## src/hdl/cnnSettings.svh

```systemverilog
`ifndef CNN_SETTINGS_SVH
`define CNN_SETTINGS_SVH

// Image is square, scanned in raster order
`define IMAGE_SIZE 64

// Pixels and results are signed fixed point
`define DATA_WIDTH 20
`define FRAC_BITS 16

// Result address is row * IMAGE_SIZE + column
`define ADDR_WIDTH 12

// Shared bias of both kernels
`define BIAS_VALUE 20'hF7295

// 3x3 window
`define TAP_COUNT 9

// Result words buffered ahead of the result port
`define FIFO_DEPTH 4

`endif

```

## src/hdl/convPkg.sv

```systemverilog
`include "cnnSettings.svh"

package convPkg;

    typedef logic signed [`DATA_WIDTH-1:0] pixel_t;
    typedef logic signed [2*`DATA_WIDTH-1:0] product_t;

    // Row-major taps, top-left first
    localparam pixel_t kernel0Weights [`TAP_COUNT] = '{
        20'h0a89e, 20'h092d5, 20'h06d43,
        20'h01004, 20'hf8f71, 20'hf6e54,
        20'hfa6d7, 20'hfc834, 20'hfac19
    };

    localparam pixel_t kernel1Weights [`TAP_COUNT] = '{
        20'hfd855, 20'h02992, 20'hfc994,
        20'h050fd, 20'h02f20, 20'h0202d,
        20'h03bd7, 20'hfd369, 20'h05e68
    };

    typedef enum logic [2:0] {
        idle,
        accumulate,
        emit0,
        emit1,
        done
    } scanState_t;

endpackage

```

## src/hdl/busPkg.sv

```systemverilog
`include "cnnSettings.svh"

package busPkg;

    // Seven bits so that -1 and IMAGE_SIZE fit for padded taps
    typedef struct packed {
        logic [6:0] row;
        logic [6:0] col;
    } pixelPos_t;

    typedef enum logic {
        layer0Kernel0,
        layer0Kernel1
    } kernelSel_t;

    typedef struct packed {
        kernelSel_t kernel;
        logic [`ADDR_WIDTH-1:0] addr;
        convPkg::pixel_t value;
    } resultWord_t;

    typedef enum logic [1:0] {
        idle,
        request,
        releaseAck
    } writerState_t;

endpackage

```

## src/hdl/windowScanner.sv

```systemverilog
`timescale 1ns/1ps
`include "cnnSettings.svh"

module windowScanner (
    input  logic                    clk,
    input  logic                    reset,
    input  logic                    start,
    input  logic                    macStall,
    output logic [`ADDR_WIDTH-1:0]  imageAddr,
    output logic                    tapValid,
    output logic                    padded,
    output logic                    lastTap,
    output logic [3:0]              tapIndex,
    output busPkg::pixelPos_t       centre,
    output logic                    scanDone
);

    convPkg::scanState_t state;
    logic [3:0] tapCount;
    logic [6:0] rowOffset;
    logic [6:0] colOffset;
    busPkg::pixelPos_t neighbour;
    logic lastCentre;

    // Offsets of -1, 0, +1 in seven-bit two's complement
    always_comb
    begin
        if (tapCount < 4'd3)
            rowOffset = 7'h7f;
        else if (tapCount < 4'd6)
            rowOffset = 7'h00;
        else
            rowOffset = 7'h01;

        case (tapCount)
            4'd0, 4'd3, 4'd6: colOffset = 7'h7f;
            4'd1, 4'd4, 4'd7: colOffset = 7'h00;
            default:          colOffset = 7'h01;
        endcase
    end

    assign neighbour.row = centre.row + rowOffset;
    assign neighbour.col = centre.col + colOffset;

    // Both -1 and IMAGE_SIZE land at or above IMAGE_SIZE
    assign padded = (neighbour.row >= `IMAGE_SIZE) || (neighbour.col >= `IMAGE_SIZE);
    assign imageAddr = padded ? '0
                              : `ADDR_WIDTH'(neighbour.row * `IMAGE_SIZE + neighbour.col);

    assign lastCentre = (centre.row == `IMAGE_SIZE - 1) && (centre.col == `IMAGE_SIZE - 1);

    always_ff @(posedge clk or posedge reset)
    begin
        if (reset)
        begin
            state    <= convPkg::idle;
            tapCount <= '0;
            centre   <= '0;
        end
        else
        begin
            case (state)
                convPkg::idle:
                begin
                    if (start)
                    begin
                        state    <= convPkg::accumulate;
                        tapCount <= '0;
                        centre   <= '0;
                    end
                end
                convPkg::accumulate:
                begin
                    if (!macStall)
                    begin
                        if (tapCount == `TAP_COUNT - 1)
                            state <= convPkg::emit0;
                        else
                            tapCount <= tapCount + 4'd1;
                    end
                end
                convPkg::emit0:
                begin
                    if (!macStall)
                        state <= convPkg::emit1;
                end
                convPkg::emit1:
                begin
                    if (!macStall)
                    begin
                        tapCount <= '0;
                        if (lastCentre)
                            state <= convPkg::done;
                        else
                        begin
                            state <= convPkg::accumulate;
                            // Raster order, wrap to next row
                            if (centre.col == `IMAGE_SIZE - 1)
                            begin
                                centre.col <= '0;
                                centre.row <= centre.row + 7'd1;
                            end
                            else
                                centre.col <= centre.col + 7'd1;
                        end
                    end
                end
                convPkg::done:
                    state <= convPkg::idle;
                default:
                    state <= convPkg::idle;
            endcase
        end
    end

    assign tapValid = (state == convPkg::accumulate);
    assign tapIndex = tapCount;
    assign lastTap  = tapValid && (tapCount == `TAP_COUNT - 1);
    assign scanDone = (state == convPkg::done);

endmodule

```

## src/hdl/kernelMac.sv

```systemverilog
`timescale 1ns/1ps
`include "cnnSettings.svh"

module kernelMac (
    input  logic                 clk,
    input  logic                 reset,
    input  logic                 tapValid,
    input  logic                 padded,
    input  logic                 lastTap,
    input  logic [3:0]           tapIndex,
    input  busPkg::pixelPos_t    centre,
    input  convPkg::pixel_t      imageData,
    output logic                 macStall,
    output logic                 pushValid,
    input  logic                 pushReady,
    output busPkg::resultWord_t  pushWord
);

    convPkg::scanState_t macState;
    convPkg::pixel_t pixel;
    convPkg::product_t product0;
    convPkg::product_t product1;
    convPkg::pixel_t acc0;
    convPkg::pixel_t acc1;
    convPkg::pixel_t biased;
    convPkg::pixel_t reluOut;
    logic [`ADDR_WIDTH-1:0] centreAddr;

    assign pixel    = padded ? '0 : imageData;
    assign product0 = pixel * convPkg::kernel0Weights[tapIndex];
    assign product1 = pixel * convPkg::kernel1Weights[tapIndex];

    // First tap restarts the sums, adds wrap at DATA_WIDTH
    always_ff @(posedge clk)
    begin
        if (tapValid)
        begin
            acc0 <= ((tapIndex == 4'd0) ? '0 : acc0)
                    + product0[`FRAC_BITS+`DATA_WIDTH-2:`FRAC_BITS-1];
            acc1 <= ((tapIndex == 4'd0) ? '0 : acc1)
                    + product1[`FRAC_BITS+`DATA_WIDTH-2:`FRAC_BITS-1];
        end
    end

    always_ff @(posedge clk or posedge reset)
    begin
        if (reset)
            macState <= convPkg::idle;
        else
        begin
            case (macState)
                convPkg::idle, convPkg::accumulate:
                begin
                    if (tapValid)
                        macState <= lastTap ? convPkg::emit0 : convPkg::accumulate;
                end
                convPkg::emit0:
                begin
                    if (pushReady)
                        macState <= convPkg::emit1;
                end
                convPkg::emit1:
                begin
                    if (pushReady)
                        macState <= convPkg::idle;
                end
                default:
                    macState <= convPkg::idle;
            endcase
        end
    end

    // Bias and ReLU on whichever kernel is being emitted
    assign biased  = ((macState == convPkg::emit0) ? acc0 : acc1)
                     + convPkg::pixel_t'(`BIAS_VALUE);
    assign reluOut = (biased > 0) ? biased : '0;

    assign centreAddr = `ADDR_WIDTH'(centre.row * `IMAGE_SIZE + centre.col);

    assign pushValid = (macState == convPkg::emit0) || (macState == convPkg::emit1);
    assign macStall  = pushValid && !pushReady;

    assign pushWord.kernel = (macState == convPkg::emit1) ? busPkg::layer0Kernel1
                                                          : busPkg::layer0Kernel0;
    assign pushWord.addr   = centreAddr;
    assign pushWord.value  = reluOut;

endmodule

```

## src/hdl/resultFifo.sv

```systemverilog
`timescale 1ns/1ps
`include "cnnSettings.svh"

module resultFifo (
    input  logic                 clk,
    input  logic                 reset,
    input  logic                 pushValid,
    output logic                 pushReady,
    input  busPkg::resultWord_t  pushWord,
    output logic                 popValid,
    input  logic                 popReady,
    output busPkg::resultWord_t  popWord
);

    localparam int ptrWidth = $clog2(`FIFO_DEPTH);

    busPkg::resultWord_t storage [`FIFO_DEPTH];
    logic [ptrWidth-1:0] wrPtr;
    logic [ptrWidth-1:0] rdPtr;
    logic [ptrWidth:0] count;
    logic doPush;
    logic doPop;

    function automatic logic [ptrWidth-1:0] nextPtr(input logic [ptrWidth-1:0] ptr);
        return (ptr == ptrWidth'(`FIFO_DEPTH - 1)) ? '0 : ptr + 1'b1;
    endfunction

    assign pushReady = (count != (ptrWidth+1)'(`FIFO_DEPTH));
    assign popValid  = (count != '0);
    assign doPush    = pushValid && pushReady;
    assign doPop     = popValid && popReady;
    assign popWord   = storage[rdPtr];

    always_ff @(posedge clk)
    begin
        if (doPush)
            storage[wrPtr] <= pushWord;
    end

    always_ff @(posedge clk or posedge reset)
    begin
        if (reset)
        begin
            wrPtr <= '0;
            rdPtr <= '0;
            count <= '0;
        end
        else
        begin
            if (doPush)
                wrPtr <= nextPtr(wrPtr);
            if (doPop)
                rdPtr <= nextPtr(rdPtr);
            case ({doPush, doPop})
                2'b10:   count <= count + 1'b1;
                2'b01:   count <= count - 1'b1;
                default: count <= count;
            endcase
        end
    end

endmodule

```

## src/hdl/layerWriter.sv

```systemverilog
`timescale 1ns/1ps

module layerWriter (
    input  logic                 clk,
    input  logic                 reset,
    input  logic                 popValid,
    output logic                 popReady,
    input  busPkg::resultWord_t  popWord,
    input  logic                 scanDone,
    output logic                 resultReq,
    input  logic                 resultAck,
    output busPkg::resultWord_t  result,
    output logic                 drained
);

    busPkg::writerState_t state;
    logic scanSeen;

    // New word only once the previous ack is low
    assign popReady  = (state == busPkg::idle) && !resultAck;
    assign resultReq = (state == busPkg::request);
    assign drained   = scanSeen && (state == busPkg::idle) && !popValid;

    always_ff @(posedge clk)
    begin
        if (popValid && popReady)
            result <= popWord;
    end

    always_ff @(posedge clk or posedge reset)
    begin
        if (reset)
        begin
            state    <= busPkg::idle;
            scanSeen <= 1'b0;
        end
        else
        begin
            if (scanDone)
                scanSeen <= 1'b1;
            else if (drained)
                scanSeen <= 1'b0;

            case (state)
                busPkg::idle:
                    if (popValid && popReady)
                        state <= busPkg::request;
                busPkg::request:
                    if (resultAck)
                        state <= busPkg::releaseAck;
                busPkg::releaseAck:
                    if (!resultAck)
                        state <= busPkg::idle;
                default:
                    state <= busPkg::idle;
            endcase
        end
    end

endmodule

```

## src/hdl/convLayerTop.sv

```systemverilog
`timescale 1ns/1ps
`include "cnnSettings.svh"

module convLayerTop (
    input  logic                    clk,
    input  logic                    reset,
    input  logic                    ready,
    output logic                    busy,
    output logic [`ADDR_WIDTH-1:0]  imageAddr,
    input  convPkg::pixel_t         imageData,
    output logic                    resultReq,
    input  logic                    resultAck,
    output busPkg::resultWord_t     result
);

    logic start;
    logic macStall;
    logic tapValid;
    logic padded;
    logic lastTap;
    logic [3:0] tapIndex;
    busPkg::pixelPos_t centre;
    logic scanDone;
    logic pushValid;
    logic pushReady;
    busPkg::resultWord_t pushWord;
    logic popValid;
    logic popReady;
    busPkg::resultWord_t popWord;
    logic drained;

    // A run starts only from idle
    assign start = ready && !busy;

    always_ff @(posedge clk or posedge reset)
    begin
        if (reset)
            busy <= 1'b0;
        else if (start)
            busy <= 1'b1;
        else if (drained)
            busy <= 1'b0;
    end

    windowScanner i_windowScanner (
        .clk       (clk),
        .reset     (reset),
        .start     (start),
        .macStall  (macStall),
        .imageAddr (imageAddr),
        .tapValid  (tapValid),
        .padded    (padded),
        .lastTap   (lastTap),
        .tapIndex  (tapIndex),
        .centre    (centre),
        .scanDone  (scanDone)
    );

    kernelMac i_kernelMac (
        .clk       (clk),
        .reset     (reset),
        .tapValid  (tapValid),
        .padded    (padded),
        .lastTap   (lastTap),
        .tapIndex  (tapIndex),
        .centre    (centre),
        .imageData (imageData),
        .macStall  (macStall),
        .pushValid (pushValid),
        .pushReady (pushReady),
        .pushWord  (pushWord)
    );

    resultFifo i_resultFifo (
        .clk       (clk),
        .reset     (reset),
        .pushValid (pushValid),
        .pushReady (pushReady),
        .pushWord  (pushWord),
        .popValid  (popValid),
        .popReady  (popReady),
        .popWord   (popWord)
    );

    layerWriter i_layerWriter (
        .clk       (clk),
        .reset     (reset),
        .popValid  (popValid),
        .popReady  (popReady),
        .popWord   (popWord),
        .scanDone  (scanDone),
        .resultReq (resultReq),
        .resultAck (resultAck),
        .result    (result),
        .drained   (drained)
    );

endmodule

```

## config.mk

```make
export PLATFORM = sky130hd
export DESIGN_NAME = convLayerTop
export DESIGN_NICKNAME = d
export VERILOG_FILES = /design/src/hdl/convPkg.sv /design/src/hdl/busPkg.sv /design/src/hdl/windowScanner.sv /design/src/hdl/kernelMac.sv /design/src/hdl/resultFifo.sv /design/src/hdl/layerWriter.sv /design/src/hdl/convLayerTop.sv
export VERILOG_INCLUDE_DIRS = /design/src /design/src/hdl
export SDC_FILE = /design/constraint.sdc
export NUM_CORES = 2
export LEC_CHECK = 0
export BUFFER_PORTS_ARGS = -buffer_cell sky130_fd_sc_hd__buf_2
export CORE_MARGIN = 2
export CORE_UTILIZATION = 50
export CTS_BUF_LIST = sky130_fd_sc_hd__clkbuf_4 sky130_fd_sc_hd__clkbuf_8 sky130_fd_sc_hd__clkbuf_16
export CTS_CLUSTER_DIAMETER = 50
export DETAILED_ROUTE_END_ITERATION = 10
export PLACE_DENSITY = 0.65
export SLEW_MARGIN = 25
export SYNTH_ARGS = -nofsm -noshare
export SYNTH_HDL_FRONTEND = slang
export SYNTH_SLANG_ARGS = --single-unit
```

## constraint.sdc

```tcl
create_clock -name clk -period 14.15 [get_ports clk]
set_input_delay 2.1225 -clock clk [delete_from_list [all_inputs] [get_ports clk]]
set_output_delay 2.1225 -clock clk [all_outputs]
set_load 0.005 [all_outputs]
```

==> flow_metrics.py <==
metrics = {
    "run_status": {
        "outcome": "finished clean",
    },
    "routing": {
        "first_iter_violations": 2192,
        "antenna_left": 0,
        "via_count": 26736,
        "wl_um": 104000,
        "firstDrtPassIters": 5,
        "post_drt_wl_per_cell_um": 21.1,
        "route.detailed.drc": 0,
        "via_per_inst": 5.42,
    },
    "timing": {
        "fin_crit_ps": 13400,
        "final.setup_skew_ps": 16.8,
        "rsz0062_at_grt": "false",
        "slew_violations": 0,
        "worst_pin_slew_ps": 1190,
        "setup_viol": 0,
        "hold_viol": 0,
        "max_slew_margin_pct": 20.1,
        "fmax_mhz": 74.6,
        "timing.hold.ws_ps": 491,
        "finalCritPeriodShare_pct": 94.7,
        "fin_tns_setup_ps": 0,
    },
    "clock_tree": {
        "cts.clk_slew.worst_paths_ps": 60,
        "clock_latency_ps": 540,
        "cts-hold-fix-buffers": 0,
        "cts.path.max_buffers": 3,
        "clock_sinks": 239,
        "cts_tree": "done",
        "cts_buffers": 29,
        "post_cts_buffers": 0,
        "htree_num_levels": 1,
        "cts-root-buf": "clkbuf_16",
        "post_cts_resized": 0,
    },
    "global_routing": {
        "grt_pass1_vias": 28437,
        "grt_first_pass_wirelength_um": 164000,
        "antenna_found_initial": 1,
        "grt_max_degree": 64,
        "gr-total-overflow": 0,
        "track_usage_pct": 27.5,
    },
    "floorplanning": {
        "core_area_mm2": 0.0757,
        "ios": 71,
        "dieArea_mm2": 0.0785,
        "die_w_um": 280,
        "num_rows": 101,
        "die_y_um": 280,
        "initial_core_util_pct": 50.4,
    },
    "synth": {
        "synthAdderAreaFrac_pct": 47.8,
        "synthFlopType": "edfxtp_1",
        "ys_seq_elements": 239,
        "synth_compound_area_share_pct": 5.17,
        "yosys_warnings": 0,
        "synthSimpleGateAreaFrac_pct": 12.7,
        "netlist_instances": 3905,
        "async_reset_ff_share_pct": 14.2,
        "netlist_area_mm2": 0.0381,
        "synth_edf_count": 205,
        "synth-seq-area-share_pct": 18.4,
        "synthDistinctLibCells": 78,
        "synth-xor-area-share_pct": 3.42,
        "avgSynthCellArea_um2": 9.76,
        "synth_top_family_by_area": "adder cells",
        "synth_mux_area_share_pct": 2.45,
    },
    "cells_and_area": {
        "syn_to_final_growth_pct": 6.57,
        "num-fill-cells": 6742,
        "fin_nets": 4966,
        "drive_gt1_share_pct": 6.50,
        "antennaDiodeCount": 0,
    },
    "run": {
        "cap_violations": 0,
    },
    "worst_setup_path": {
        "ff2ff_path_depth": 45,
        "cp-start-kind": "flip-flop",
        "critPathKind": "reg2reg",
        "worst_r2r_endpoint": "i_kernelMac.acc0[18]$_DFFE_PP_",
        "cp_data_arrival_time_ps": 13690,
        "cp_common_cell": "fa_1",
        "timing.rr.start": "i_windowScanner.tapIndex[0]$_DFFE_PP0P_",
        "required_ps": 14440,
        "ff2ff_setup_slack_ps": 750,
        "cp_slowest_stage_delay_ps": 630,
        "crit_path_top_delay_cell": "dfrtp_1",
        "end_kind": "flip-flop",
        "path_max_fanout": 63,
    },
    "placement": {
        "port_buffers": 70,
        "hpwl_um": 85000,
        "place_congestion": 0.982,
    },
    "worst_hold_path": {
        "holdPathEnd": "busy$_DFFE_PP0P_",
        "min_from": "busy$_DFFE_PP0P_",
        "hold_depth": 2,
        "hp-class": "reg2reg",
    },
}
==> state kept, by name (all words and copies together), names as in the netlist <==
register	flops
i_kernelMac.macState	2
i_resultFifo.count	3
i_layerWriter.state	2
i_windowScanner.tapIndex	4
i_layerWriter.scanSeen	1
i_kernelMac.acc0	20
i_windowScanner.centre	14
i_windowScanner.state	3
i_kernelMac.acc1	20
i_layerWriter.result	33
busy	1
i_resultFifo.storage	132
i_resultFifo.rdPtr	2
i_resultFifo.wrPtr	2
==> cell type report <==
cell class	instances	area [um2]	area share [%]
clock buffer	32	754	1.86
clock inverter	20	149	0.366
inverter	874	3280	8.07
multi-input combinational	2650	27400	67.3
sequential	239	7010	17.2
tap	978	1220	3.01
timing repair buffer	136	858	2.11
==> Yosys cell counts, types with 34 or more instances <==
cell | number | area share [%]
inv_1 | 871 | 8.6
fa_1 | 738 | 39
nor2_1 | 490 | 4.8
nand2_1 | 362 | 3.6
ha_1 | 274 | 9.0
edfxtp_1 | 205 | 16
clkbuf_1 | 123 | 1.2
xnor2_1 | 105 | 2.4
a21oi_1 | 94 | 1.2
and2_1 | 78 | 1.3
o21ai_0 | 75 | 0.98
a21o_1 | 49 | 0.96
xor2_1 | 44 | 1.0
nand3_1 | 41 | 0.54
dfrtp_1 | 34 | 2.2
==> worst max-delay path: cells and delay by family (launching register included) <==
kind	cells	cell delay, ps
buffers and inverters	7	790
flip-flops	1	630
AND/OR/NAND/NOR	8	2370
AO/OA/AOI/OAI	17	3970
XOR/XNOR	2	440
adder cells (fa/ha/maj)	11	4860
==> worst max-delay path by stage <==
stage | from | end | slack, ps | cells after the start
floorplan | i_windowScanner.tapIndex[0]$_DFFE_PP0P_ | i_kernelMac.acc0[18]$_DFFE_PP_ | 2190 | 53
global route | i_windowScanner.tapIndex[0]$_DFFE_PP0P_ | i_kernelMac.acc0[18]$_DFFE_PP_ | 130 | 48
global placement | i_windowScanner.tapIndex[0]$_DFFE_PP0P_ | i_kernelMac.acc0[17]$_DFFE_PP_ | 1270 | 45
CTS | i_windowScanner.tapIndex[0]$_DFFE_PP0P_ | i_kernelMac.acc0[17]$_DFFE_PP_ | 930 | 45
finish | i_windowScanner.tapIndex[0]$_DFFE_PP0P_ | i_kernelMac.acc0[18]$_DFFE_PP_ | 750 | 45
detailed placement | i_windowScanner.tapIndex[0]$_DFFE_PP0P_ | i_kernelMac.acc0[17]$_DFFE_PP_ | 910 | 45
==> stage by stage <==
| stage | instances | worst slack (ps) | util, % | instance area, um2 |
|---|---|---|---|---|
| 6_report | 4929 | 750 | 53.7 | 40600 |
| 5_1_grt | 4929 | 134 | 53.7 | 40600 |
| 4_1_cts | 4929 | 926 | 53.7 | 40600 |
| 3_5_place_dp | 4877 | 913 | 52.5 | 39700 |
| 3_3_place_gp | 4877 | 1270 | 52.4 | 39700 |
| 2_1_floorplan | 3908 | 2190 | - | 38100 |
==> logic make-up (layout without fill, tap and decap cells) <==
| family | count (synthesis) | count (layout) |
|---|---|---|
| AO/OA/AOI/OAI | 310 | 310 |
| AND/OR/NAND/NOR | 1122 | 1122 |
| other | 1 | 4 |
| multiplexers | 52 | 52 |
| buffers and inverters | 1019 | 1062 |
| XOR/XNOR | 149 | 149 |
| flip-flops | 239 | 239 |
| adder cells (fa/ha/maj) | 1013 | 1013 |
==> per-layer routing <==
metal	up-vias	GRT usage [%]	routed length, um
met5	-	0	0
met4	0	8.62	4150
met3	205	5.73	9650
met2	1143	44.7	47600
met1	13420	37.1	42400
li1	11968	-	-
==> placed cells by master, fill, tap and decap left out, types with 33 or more instances in the layout <==
master | Yosys | layout
dfrtp_1 | 34 | 33
nor2_1 | 490 | 486
and2_1 | 78 | 78
mux4_2 | 33 | 33
o21ai_0 | 75 | 73
fa_1 | 738 | 738
buf_2 | 9 | 70
inv_1 | 871 | 870
nand3_1 | 41 | 41
ha_1 | 274 | 274
buf_4 | 0 | 65
edfxtp_1 | 205 | 205
xor2_1 | 44 | 44
a21o_1 | 49 | 49
nand2_1 | 362 | 361
xnor2_1 | 105 | 105
a21oi_1 | 94 | 91
Power is not shown: default switching activity piles up to over one toggle a cycle in this logic, so the estimate is an artifact.
